--- config.mk ---
export PLATFORM = sky130hd
export DESIGN_NAME = ts_monitor
export DESIGN_NICKNAME = d
export VERILOG_FILES = /design/src/hdl/ts_pkg.sv /design/src/hdl/wb_map_pkg.sv /design/src/hdl/ts_framer.sv /design/src/hdl/pid_matcher.sv /design/src/hdl/packet_buffer.sv /design/src/hdl/capture_ctrl.sv /design/src/hdl/wb_regs.sv /design/src/hdl/ts_monitor.sv
export SDC_FILE = /design/constraint.sdc
export NUM_CORES = 2
export LEC_CHECK = 0
export BUFFER_PORTS_ARGS = -buffer_cell sky130_fd_sc_hd__buf_2
export CORE_MARGIN = 2
export CORE_UTILIZATION = 45
export DETAILED_ROUTE_END_ITERATION = 16
export HOLD_SLACK_MARGIN = 0.15
export SYNTH_ARGS = -nofsm -noshare
export SYNTH_HDL_FRONTEND = slang
export SYNTH_SLANG_ARGS = --single-unit
--- constraint.sdc ---
create_clock -name clk -period 13.3 [get_ports clk]
set_input_delay 1.33 -clock clk [delete_from_list [all_inputs] [get_ports clk]]
set_output_delay 1.33 -clock clk [all_outputs]
set_load 0.005 [all_outputs]
--- src/hdl/ts_pkg.sv ---
`default_nettype none

package ts_pkg;

	localparam int pkt_bytes = 188;
	localparam int pkt_words = 47; // 188 / 4

	localparam logic [7:0] sync_byte = 8'h47;

	localparam int pid_width = 13;

	localparam int num_slots = 4;
	localparam int slot_width = 2;

	localparam int idx_width = 8; // holds 0..187

endpackage

`default_nettype wire

--- src/hdl/wb_map_pkg.sv ---
`default_nettype none

package wb_map_pkg;

	localparam int adr_width = 9;

	localparam logic [adr_width-1:0] adr_ctrl = 9'h000; // bit 0 match_enable
	localparam logic [adr_width-1:0] adr_count = 9'h004;
	localparam logic [adr_width-1:0] adr_status = 9'h008; // bit 0 capture_valid
	localparam logic [adr_width-1:0] adr_pid_base = 9'h010; // 4 slots
	localparam logic [adr_width-1:0] adr_buf_base = 9'h100; // 47 words

	// one bus word, seen either raw or as the slot fields
	typedef union packed {
		logic [31:0] raw;
		struct packed {
			logic [14:0] pad1;
			logic enable;
			logic [2:0] pad0;
			logic [ts_pkg::pid_width-1:0] pid;
		} f;
	} pid_reg_u;

endpackage

`default_nettype wire

--- src/hdl/ts_framer.sv ---
`timescale 1ns/1ps
`default_nettype none

module ts_framer (
	input wire logic clk,
	input wire logic rst_n,
	input wire logic [7:0] ts_data,
	input wire logic ts_valid,
	input wire logic ts_sync,
	output logic byte_valid,
	output logic [7:0] byte_data,
	output logic [ts_pkg::idx_width-1:0] byte_idx,
	output logic pkt_start,
	output logic pkt_end,
	output logic pkt_abort
);

	logic pkt_open;
	logic [ts_pkg::idx_width-1:0] next_idx;
	logic is_sync;

	assign is_sync = ts_sync && (ts_data == ts_pkg::sync_byte);

	always_ff @(posedge clk) begin
		if (!rst_n) begin
			pkt_open <= 1'b0;
			next_idx <= '0;
			byte_valid <= 1'b0;
			pkt_start <= 1'b0;
			pkt_end <= 1'b0;
			pkt_abort <= 1'b0;
		end else begin
			byte_valid <= 1'b0;
			pkt_start <= 1'b0;
			pkt_end <= 1'b0;
			pkt_abort <= 1'b0;
			if (ts_valid) begin
				if (is_sync) begin
					pkt_abort <= pkt_open; // previous packet cut short
					pkt_open <= 1'b1;
					pkt_start <= 1'b1;
					byte_valid <= 1'b1;
					next_idx <= 8'd1;
				end else if (pkt_open) begin
					byte_valid <= 1'b1;
					next_idx <= next_idx + 8'd1;
					if (next_idx == 8'(ts_pkg::pkt_bytes - 1)) begin
						pkt_end <= 1'b1;
						pkt_open <= 1'b0;
					end
				end
			end
		end
	end

	// payload side, no reset
	always_ff @(posedge clk) begin
		if (ts_valid && (is_sync || pkt_open)) begin
			byte_data <= ts_data;
			byte_idx <= is_sync ? '0 : next_idx;
		end
	end

	assert property (@(posedge clk) disable iff (!rst_n)
		byte_valid |-> byte_idx < ts_pkg::idx_width'(ts_pkg::pkt_bytes));

	assert property (@(posedge clk) disable iff (!rst_n)
		pkt_end |-> byte_valid && byte_idx == ts_pkg::idx_width'(ts_pkg::pkt_bytes - 1));

endmodule

`default_nettype wire

--- src/hdl/pid_matcher.sv ---
`timescale 1ns/1ps
`default_nettype none

module pid_matcher (
	input wire logic clk,
	input wire logic rst_n,
	input wire logic byte_valid,
	input wire logic [7:0] byte_data,
	input wire logic [ts_pkg::idx_width-1:0] byte_idx,
	input wire logic pid_we,
	input wire logic [ts_pkg::slot_width-1:0] pid_slot,
	input wire logic [31:0] pid_wdata,
	input wire logic [ts_pkg::slot_width-1:0] pid_rslot,
	output logic [31:0] pid_rdata,
	output logic hit_valid,
	output logic hit
);

	logic [ts_pkg::pid_width-1:0] slot_pid [ts_pkg::num_slots];
	logic slot_en [ts_pkg::num_slots];

	wb_map_pkg::pid_reg_u wr_reg;
	wb_map_pkg::pid_reg_u rd_reg;

	logic [4:0] hdr_hi; // low 5 bits of header byte 1
	logic [ts_pkg::pid_width-1:0] cur_pid;
	logic [ts_pkg::num_slots-1:0] slot_hit;

	assign wr_reg = pid_wdata;

	always_ff @(posedge clk) begin
		if (!rst_n) begin
			for (int i = 0; i < ts_pkg::num_slots; i++) begin
				slot_pid[i] <= '0;
				slot_en[i] <= 1'b0;
			end
		end else if (pid_we) begin
			slot_pid[pid_slot] <= wr_reg.f.pid;
			slot_en[pid_slot] <= wr_reg.f.enable;
		end
	end

	always_comb begin
		rd_reg.raw = '0; // padding reads as zero
		rd_reg.f.pid = slot_pid[pid_rslot];
		rd_reg.f.enable = slot_en[pid_rslot];
	end

	assign pid_rdata = rd_reg.raw;

	always_ff @(posedge clk) begin
		if (byte_valid && byte_idx == 8'd1)
			hdr_hi <= byte_data[4:0];
	end

	assign cur_pid = {hdr_hi, byte_data};

	always_comb begin
		for (int i = 0; i < ts_pkg::num_slots; i++)
			slot_hit[i] = slot_en[i] && (slot_pid[i] == cur_pid);
	end

	always_ff @(posedge clk) begin
		if (!rst_n) begin
			hit_valid <= 1'b0;
			hit <= 1'b0;
		end else begin
			hit_valid <= byte_valid && byte_idx == 8'd2;
			if (byte_valid && byte_idx == 8'd2)
				hit <= |slot_hit;
		end
	end

endmodule

`default_nettype wire

--- src/hdl/packet_buffer.sv ---
`timescale 1ns/1ps
`default_nettype none

module packet_buffer (
	input wire logic clk,
	input wire logic rst_n,
	input wire logic byte_valid,
	input wire logic [7:0] byte_data,
	input wire logic [ts_pkg::idx_width-1:0] byte_idx,
	input wire logic commit,
	input wire logic [5:0] rd_word,
	output logic [31:0] rd_data
);

	logic [3:0][7:0] mem [2][ts_pkg::pkt_words];

	logic vis_bank; // bank the host sees
	logic wr_bank;
	logic [5:0] wr_word;
	logic [1:0] wr_lane;

	// byte 0 of the next packet can land in the same cycle as commit,
	// so it must already go to the bank that becomes staging
	assign wr_bank = ~vis_bank ^ commit;
	assign wr_word = byte_idx[7:2];
	assign wr_lane = byte_idx[1:0]; // little endian lanes

	always_ff @(posedge clk) begin
		if (!rst_n)
			vis_bank <= 1'b0;
		else if (commit)
			vis_bank <= ~vis_bank;
	end

	always_ff @(posedge clk) begin
		if (byte_valid)
			mem[wr_bank][wr_word][wr_lane] <= byte_data;
	end

	always_comb begin
		if (rd_word < 6'(ts_pkg::pkt_words))
			rd_data = mem[vis_bank][rd_word];
		else
			rd_data = '0;
	end

endmodule

`default_nettype wire

--- src/hdl/capture_ctrl.sv ---
`timescale 1ns/1ps
`default_nettype none

module capture_ctrl (
	input wire logic clk,
	input wire logic rst_n,
	input wire logic hit_valid,
	input wire logic hit,
	input wire logic pkt_start,
	input wire logic pkt_end,
	input wire logic match_enable,
	output logic commit,
	output logic [31:0] matched_count,
	output logic capture_valid
);

	logic hit_held;

	always_ff @(posedge clk) begin
		if (!rst_n)
			hit_held <= 1'b0;
		else if (pkt_start)
			hit_held <= 1'b0; // new packet, old decision void
		else if (hit_valid)
			hit_held <= hit;
	end

	always_ff @(posedge clk) begin
		if (!rst_n) begin
			commit <= 1'b0;
			matched_count <= '0;
			capture_valid <= 1'b0;
		end else begin
			commit <= pkt_end && hit_held && match_enable;
			if (commit) begin
				matched_count <= matched_count + 32'd1;
				capture_valid <= 1'b1; // sticky
			end
		end
	end

	// hit still latched while its commit is out
	assert property (@(posedge clk) disable iff (!rst_n) commit |-> hit_held);

endmodule

`default_nettype wire

--- src/hdl/wb_regs.sv ---
`timescale 1ns/1ps
`default_nettype none

module wb_regs (
	input wire logic clk,
	input wire logic rst_n,
	input wire logic wb_cyc,
	input wire logic wb_stb,
	input wire logic wb_we,
	input wire logic [wb_map_pkg::adr_width-1:0] wb_adr,
	input wire logic [31:0] wb_wdata,
	input wire logic [31:0] matched_count,
	input wire logic capture_valid,
	input wire logic [31:0] pid_rdata,
	input wire logic [31:0] rd_data,
	output logic [31:0] wb_rdata,
	output logic wb_ack,
	output logic match_enable,
	output logic pid_we,
	output logic [ts_pkg::slot_width-1:0] pid_slot,
	output logic [ts_pkg::slot_width-1:0] pid_rslot,
	output logic [5:0] rd_word
);

	logic req; // new access, acked at this edge
	logic is_pid;
	logic is_buf;
	logic [31:0] rd_mux;

	assign req = wb_cyc && wb_stb && !wb_ack;

	assign is_pid = wb_adr[8:4] == wb_map_pkg::adr_pid_base[8:4];
	assign is_buf = wb_adr[8] == wb_map_pkg::adr_buf_base[8] &&
		wb_adr[7:2] < 6'(ts_pkg::pkt_words);

	assign pid_slot = wb_adr[3:2];
	assign pid_rslot = wb_adr[3:2];
	assign rd_word = wb_adr[7:2];
	assign pid_we = req && wb_we && is_pid;

	always_comb begin
		if (wb_adr == wb_map_pkg::adr_ctrl)
			rd_mux = {31'd0, match_enable};
		else if (wb_adr == wb_map_pkg::adr_count)
			rd_mux = matched_count;
		else if (wb_adr == wb_map_pkg::adr_status)
			rd_mux = {31'd0, capture_valid};
		else if (is_pid)
			rd_mux = pid_rdata;
		else if (is_buf)
			rd_mux = rd_data;
		else
			rd_mux = '0; // unmapped
	end

	always_ff @(posedge clk) begin
		if (!rst_n) begin
			wb_ack <= 1'b0;
			match_enable <= 1'b0;
		end else begin
			wb_ack <= req;
			if (req && wb_we && wb_adr == wb_map_pkg::adr_ctrl)
				match_enable <= wb_wdata[0];
		end
	end

	always_ff @(posedge clk) begin
		if (req)
			wb_rdata <= rd_mux;
	end

	// classic cycle, host holds the request steady until it sees ack
	assert property (@(posedge clk) disable iff (!rst_n)
		wb_ack |-> wb_cyc && wb_stb && $stable(wb_adr) && $stable(wb_we));

endmodule

`default_nettype wire

--- src/hdl/ts_monitor.sv ---
`timescale 1ns/1ps
`default_nettype none

module ts_monitor (
	input wire logic clk,
	input wire logic rst_n,
	input wire logic [7:0] ts_data,
	input wire logic ts_valid,
	input wire logic ts_sync,
	input wire logic wb_cyc,
	input wire logic wb_stb,
	input wire logic wb_we,
	input wire logic [wb_map_pkg::adr_width-1:0] wb_adr,
	input wire logic [31:0] wb_wdata,
	output logic [31:0] wb_rdata,
	output logic wb_ack
);

	logic byte_valid;
	logic [7:0] byte_data;
	logic [ts_pkg::idx_width-1:0] byte_idx;
	logic pkt_start;
	logic pkt_end;
	logic pkt_abort; // only read by the check below
	logic hit_valid;
	logic hit;
	logic commit;
	logic [31:0] matched_count;
	logic capture_valid;
	logic match_enable;
	logic pid_we;
	logic [ts_pkg::slot_width-1:0] pid_slot;
	logic [ts_pkg::slot_width-1:0] pid_rslot;
	logic [31:0] pid_rdata;
	logic [5:0] rd_word;
	logic [31:0] rd_data;

	ts_framer ts_framer_i (.clk, .rst_n, .ts_data, .ts_valid, .ts_sync,
		.byte_valid, .byte_data, .byte_idx, .pkt_start, .pkt_end, .pkt_abort);

	pid_matcher pid_matcher_i (.clk, .rst_n, .byte_valid, .byte_data, .byte_idx,
		.pid_we, .pid_slot, .pid_wdata(wb_wdata), .pid_rslot, .pid_rdata,
		.hit_valid, .hit);

	packet_buffer packet_buffer_i (.clk, .rst_n, .byte_valid, .byte_data,
		.byte_idx, .commit, .rd_word, .rd_data);

	capture_ctrl capture_ctrl_i (.clk, .rst_n, .hit_valid, .hit,
		.pkt_start, .pkt_end, .match_enable, .commit, .matched_count, .capture_valid);

	wb_regs wb_regs_i (.clk, .rst_n, .wb_cyc, .wb_stb, .wb_we, .wb_adr, .wb_wdata,
		.matched_count, .capture_valid, .pid_rdata, .rd_data, .wb_rdata, .wb_ack,
		.match_enable, .pid_we, .pid_slot, .pid_rslot, .rd_word);

	// a packet cut short never reaches a commit
	assert property (@(posedge clk) disable iff (!rst_n) pkt_abort |=> !commit);

endmodule

`default_nettype wire

Yosys cells after proc, flatten, opt, wreduce, memory -nomap -nowiden
Memories as Yosys holds them, arrays and structs flattened. A register that Yosys moved wholly into a read port is not among the register bits.
Cells that the tools add are included.
{"block": "op_classes", "addsub": 2, "eq_ne": 11, "mux": 36, "reduce_logical": 29, "magnitude_cmp": 6, "n_bitwise": 7}
{"operator": "$mux W1504", "count": 1}
{"operator": "$mux W32", "count": 8}
{"operator": "$bmux W32 S6", "count": 1}
{"operator": "$demux W32 S6", "count": 1}
{"operator": "$eq A13 B13 Y1", "count": 4}
{"operator": "$add A32 B1 Y32 const B", "count": 1}
{"operator": "$mux W8", "count": 3}
{"operator": "$logic_and A1 B1 Y1", "count": 18}
{"operator": "$mux W1", "count": 18}
{"operator": "$demux W8 S2", "count": 1}
{"operator": "$ge A7 B7 Y1 const B", "count": 2}
{"operator": "$not A6 Y7", "count": 2}
{"operator": "$mux W13", "count": 1}
{"operator": "$reduce_or A13 Y1", "count": 1}
{"operator": "$eq A9 B3 Y1 const B", "count": 1}
{"operator": "$eq A9 B4 Y1 const B", "count": 1}
{"operator": "$logic_not A9 Y1", "count": 1}
{"operator": "$add A8 B1 Y8 const B", "count": 1}
{"operator": "$eq A8 B1 Y1 const B", "count": 1}
{"operator": "$eq A8 B2 Y1 const B", "count": 1}
{"operator": "$eq A8 B7 Y1 const B", "count": 1}
{"operator": "$eq A8 B8 Y1 const B", "count": 1}
{"operator": "$reduce_or A4 Y1", "count": 2}
{"operator": "$lt A7 B1 Y1 const B", "count": 1}
{"operator": "13 further kinds", "count": 18}
{"block": "word_totals", "n_memories": 3, "ram_bits": 3064, "out_inout_bits": 33, "register_bits": 105, "inputBits": 56}
{"name": "packet_buffer_i.mem", "words": 2, "word_bits": 1504, "rd": 1, "rd_clocked_by_memory_dff": 1, "wr": 1, "line": "packet_buffer.sv:15", "text": "logic [3:0][7:0] mem [2][ts_pkg::pkt_words];"}
{"name": "pid_matcher_i.slot_pid", "words": 4, "word_bits": 13, "rd": 5, "rd_clocked_by_memory_dff": 0, "wr": 4, "line": "pid_matcher.sv:19", "text": "logic [ts_pkg::pid_width-1:0] slot_pid [ts_pkg::num_slots];"}
{"name": "pid_matcher_i.slot_en", "words": 4, "word_bits": 1, "rd": 5, "rd_clocked_by_memory_dff": 0, "wr": 4, "line": "pid_matcher.sv:20", "text": "logic slot_en [ts_pkg::num_slots];"}

Longest topological paths before layout
{"block": "logic_depth", "depth_word": 10, "mapped_depth": 12, "depth_no_buf": 6}

Modules after synthesis
A second synthesis with hierarchy kept.
{"block": "hier_totals", "hier_cells": 6492, "area_unflattened_um2": 126099.7}
{"module": "packet_buffer", "area_per_inst_um2": 117923.1, "cells_per_inst": 5800, "seq_area_each_um2": 90366.7, "n_inst": 1}
{"module": "pid_matcher", "area_per_inst_um2": 3559.7, "cells_per_inst": 270, "seq_area_each_um2": 1841.8, "n_inst": 1}
{"module": "wb_regs", "area_per_inst_um2": 1794.2, "cells_per_inst": 141, "seq_area_each_um2": 1001.0, "n_inst": 1}
{"module": "capture_ctrl", "area_per_inst_um2": 1666.6, "cells_per_inst": 186, "seq_area_each_um2": 700.7, "n_inst": 1}
{"module": "ts_framer", "area_per_inst_um2": 1156.1, "cells_per_inst": 95, "seq_area_each_um2": 740.7, "n_inst": 1}

Worst setup path before layout
No wires, ideal clock.
{"block": "synth_path", "path_kind": "register -> register", "startpoint": "register ts_framer_i.byte_data[7]", "endpoint": "memory packet_buffer_i.mem[0][1007] (netlist name), data pin", "arrival_time_ns": 4.713, "synth_period_minus_slack_ns": 5.843, "stages_incl_launch_ff": 1, "required_time_ns": 12.170, "setup_slack_ns": 7.457, "cell_sequence": "edfxtp_1"}
{"item": "start: declaration", "line": "ts_framer.sv:11", "text": "output logic [7:0] byte_data,"}
{"item": "start signal: assignment", "line": "ts_framer.sv:59", "text": "byte_data <= ts_data;"}
{"item": "end: declaration", "line": "packet_buffer.sv:15"}
Straight into the memory's write port.

==> reports/metrics.yaml <==
dieHeight_um: 529
layout_commonest_cell: "edfxtp_1"
ys_types: 63
synthCells: 5965
drt_wl_total_um: 309000
slowest_delay_ns: 1.08
layout-drive-gt1-share_pct: 22.3
path_cells: "buf_4 -> buf_4 -> mux4_2 -> a22oi_1 -> nand2_1 -> nor3_1 -> nor3_1 -> a2bb2oi_1"
cp_top_family: "buffers and inverters"
busiest_layer: "met2"
grt_pass1_wl_um: 442000
place_area_um2: 128000
p_leak_nw: 42.1
synth-main-ff-cell: "edfxtp_1"
synth_area_um2: 124000
cp.arrival_ns: 6.06
async_flop_share_pct: 0
fp.dieW_um: 529
hold_viol_final: 0
timing.final.max_slew_violations: 38
worstPathMaxFanout: 39
clock-sinks: 3170
drc: 0
port-buffer-count: 70
cts_buffers: 338
layout.nets: 6192
tightest_slew_ns: 1.53
period_minus_slack_ns: 5.36
synthAdderAreaFrac_pct: 0.0202
synth_compound_area_share_pct: 3.03
syn_to_final_growth_pct: 11.7
cts_tree: "built"
grt_max_degree: 216
startpoint_type: "flip-flop"
dieArea_um2: 279000
violations: "max-slew violations"
fin_util_pct: 50.5
row_count: 192
path_buf_inv: 2
maxCapViolations: 0
rsz0062_at_grt: "false"
setup_viol: 0
slowest_stage: "nor3_1"
antenna_found_initial: 10
ir_drop_v: 0.000148
synthXorXnorAreaFrac_pct: 0.615
powerDensity_nw_per_um2: 146
grt_pass1_vias: 60800
routed-via-count: 60200
worstSetupPathType: "flip-flop to flip-flop"
required_ns: 14.00
synthTopCellsByArea: "edfxtp_1 (75%), mux4_2 (13%), mux2i_1 (1.7%)"
drt-initial-drc-count: 7040
met1_usage_pct: 31.0
pin_count: 89
post-cts-setup-buffer-count: 0
grtUsageMet3_pct: 4.85
worst_hold_path_type: "flip-flop to flip-flop"
synth_top_area_cell: "edfxtp_1"
max_freq_mhz: 187
grt_usage_pct: 22.1
ant_nets: 0
slew_headroom_pct: -1.89
insertion_delay_ns: 0.97
synth-edff-count: 3114
synth.avg_cell_area_um2: 20.8
htreeDepth: 5
tns_ns: 0
status: "finished with violations"
cts_buffer_depth: 4
synth-simple-area-share_pct: 3.20
yosysTopAreaCellShare_pct: 75.5
period_share_pct: 40.3
viasPerCell: 6.04
use_met2_pct: 34.8
worst_setup_hold_path_clk_slew_ns: 0.06
synth_seq_area_share_pct: 76.4
synth_top_family_by_area: "multiplexers"
synth_mux_area_share_pct: 15.2
stdcell_area_um2: 138000
ctsResizeCount: 0
core_um2: 274000
finClkSkew_ns: 0.0833
routabilityCongestion: 0.886
layout_common_cells: "edfxtp_1 (3,114), mux4_2 (719), nor2_1 (445), clkbuf_16 (342), mux2i_1 (210)"
end_kind: "flip-flop"
yosysWarnings: 0
synth_seq_cells: 3170
cts_root_buf: "clkbuf_16"
dp_hpwl_um: 186000
first_pass_iters: 6
cts_hold_buf: 0
grt.overflow.total: 0
synth_fp_nets: 6023
initial_core_util_pct: 45.3
wl_per_cell_um: 31.0
[routing by layer]
layer,routed length [um],up-vias
met5,47,-
met4,8680,8
met3,25900,420
met2,147000,2432
met1,127000,32200
li1,-,25100
[final timing paths]
check             cells after the start                       to             startpoint  slack, ns
hold reg to reg                       1  capture_ctrl_i.hit_held  ts_framer_i.pkt_start       0.41
setup reg to reg                      8   wb_regs_i.wb_rdata[18]              flip-flop       7.94
setup / recovery                      8   wb_regs_i.wb_rdata[18]              flip-flop       7.94
hold / removal                        1  capture_ctrl_i.hit_held  ts_framer_i.pkt_start       0.41
[cell usage after synthesis (all sizes together), types with 10 or more instances]
master and count:
mux2i 210, nand2 148, a22o 35, nor2 447
nand3 26, a2bb2oi 18, dfxtp 56, o221ai 24
edfxtp 3114, nor3 34, o211ai 29, o22ai 76
nor3b 12, a31oi 10, nand4 35, clkbuf 159
mux4 719, a21oi 24, o21ai 44, and3 46
xnor2 58, o22a 27, and2 51, a22oi 131
xor2 29, mux2 50, nor2b 26, buf 197
a221oi 38
[through the flow]
stage | total power [W] | cells | hold WS (ns) | worst slack [ns]
after floorplan | 0.0113 | 5965 | 0.373 | 7.46
after global placement | 0.0115 | 9383 | 0.376 | 7.01
after detailed placement | 0.0115 | 9383 | 0.407 | 6.97
after CTS | 0.0204 | 9958 | 0.417 | 7.89
after global routing | 0.0208 | 9960 | 0.423 | 7.58
final | 0.0202 | 9965 | 0.415 | 7.94
[final cells by class]
type                    count  area (um^2)
clock buffers             417         8850
flip-flops and latches   3170        94600
inverters                   5         18.8
repair buffers            185         1420
clock inverters           158         1420
well taps                3589         4490
multi-input cells        2434        27400
diodes                      7         17.5
fillers                 21600       135000
[state kept, by name, summed over array words and instances (netlist names), 4 cells and up, named ones only]
signal                        cells
capture_ctrl_i.matched_count     32
packet_buffer_i.mem            3008
pid_matcher_i.hdr_hi              5
pid_matcher_i.slot_en             4
pid_matcher_i.slot_pid           52
ts_framer_i.byte_data             8
ts_framer_i.byte_idx              8
ts_framer_i.next_idx              8
wb_regs_i.wb_rdata               32
[logic make-up after synthesis]
logic type	Yosys count
simple gates	871
mux	979
compound gates	495
buf+inv	361
flops	3170
fa+ha+maj	2
xor+xnor	87
[power breakdown]
| group | switching, W | internal [W] |
|---|---|---|
| registers | 0.0000104 | 0.0108 |
| clock network | 0.00371 | 0.00519 |
| logic | 0.000336 | 0.000171 |
| total | 0.00405 | 0.0162 |
No activity file was read; power rests on OpenSTA's default activity.
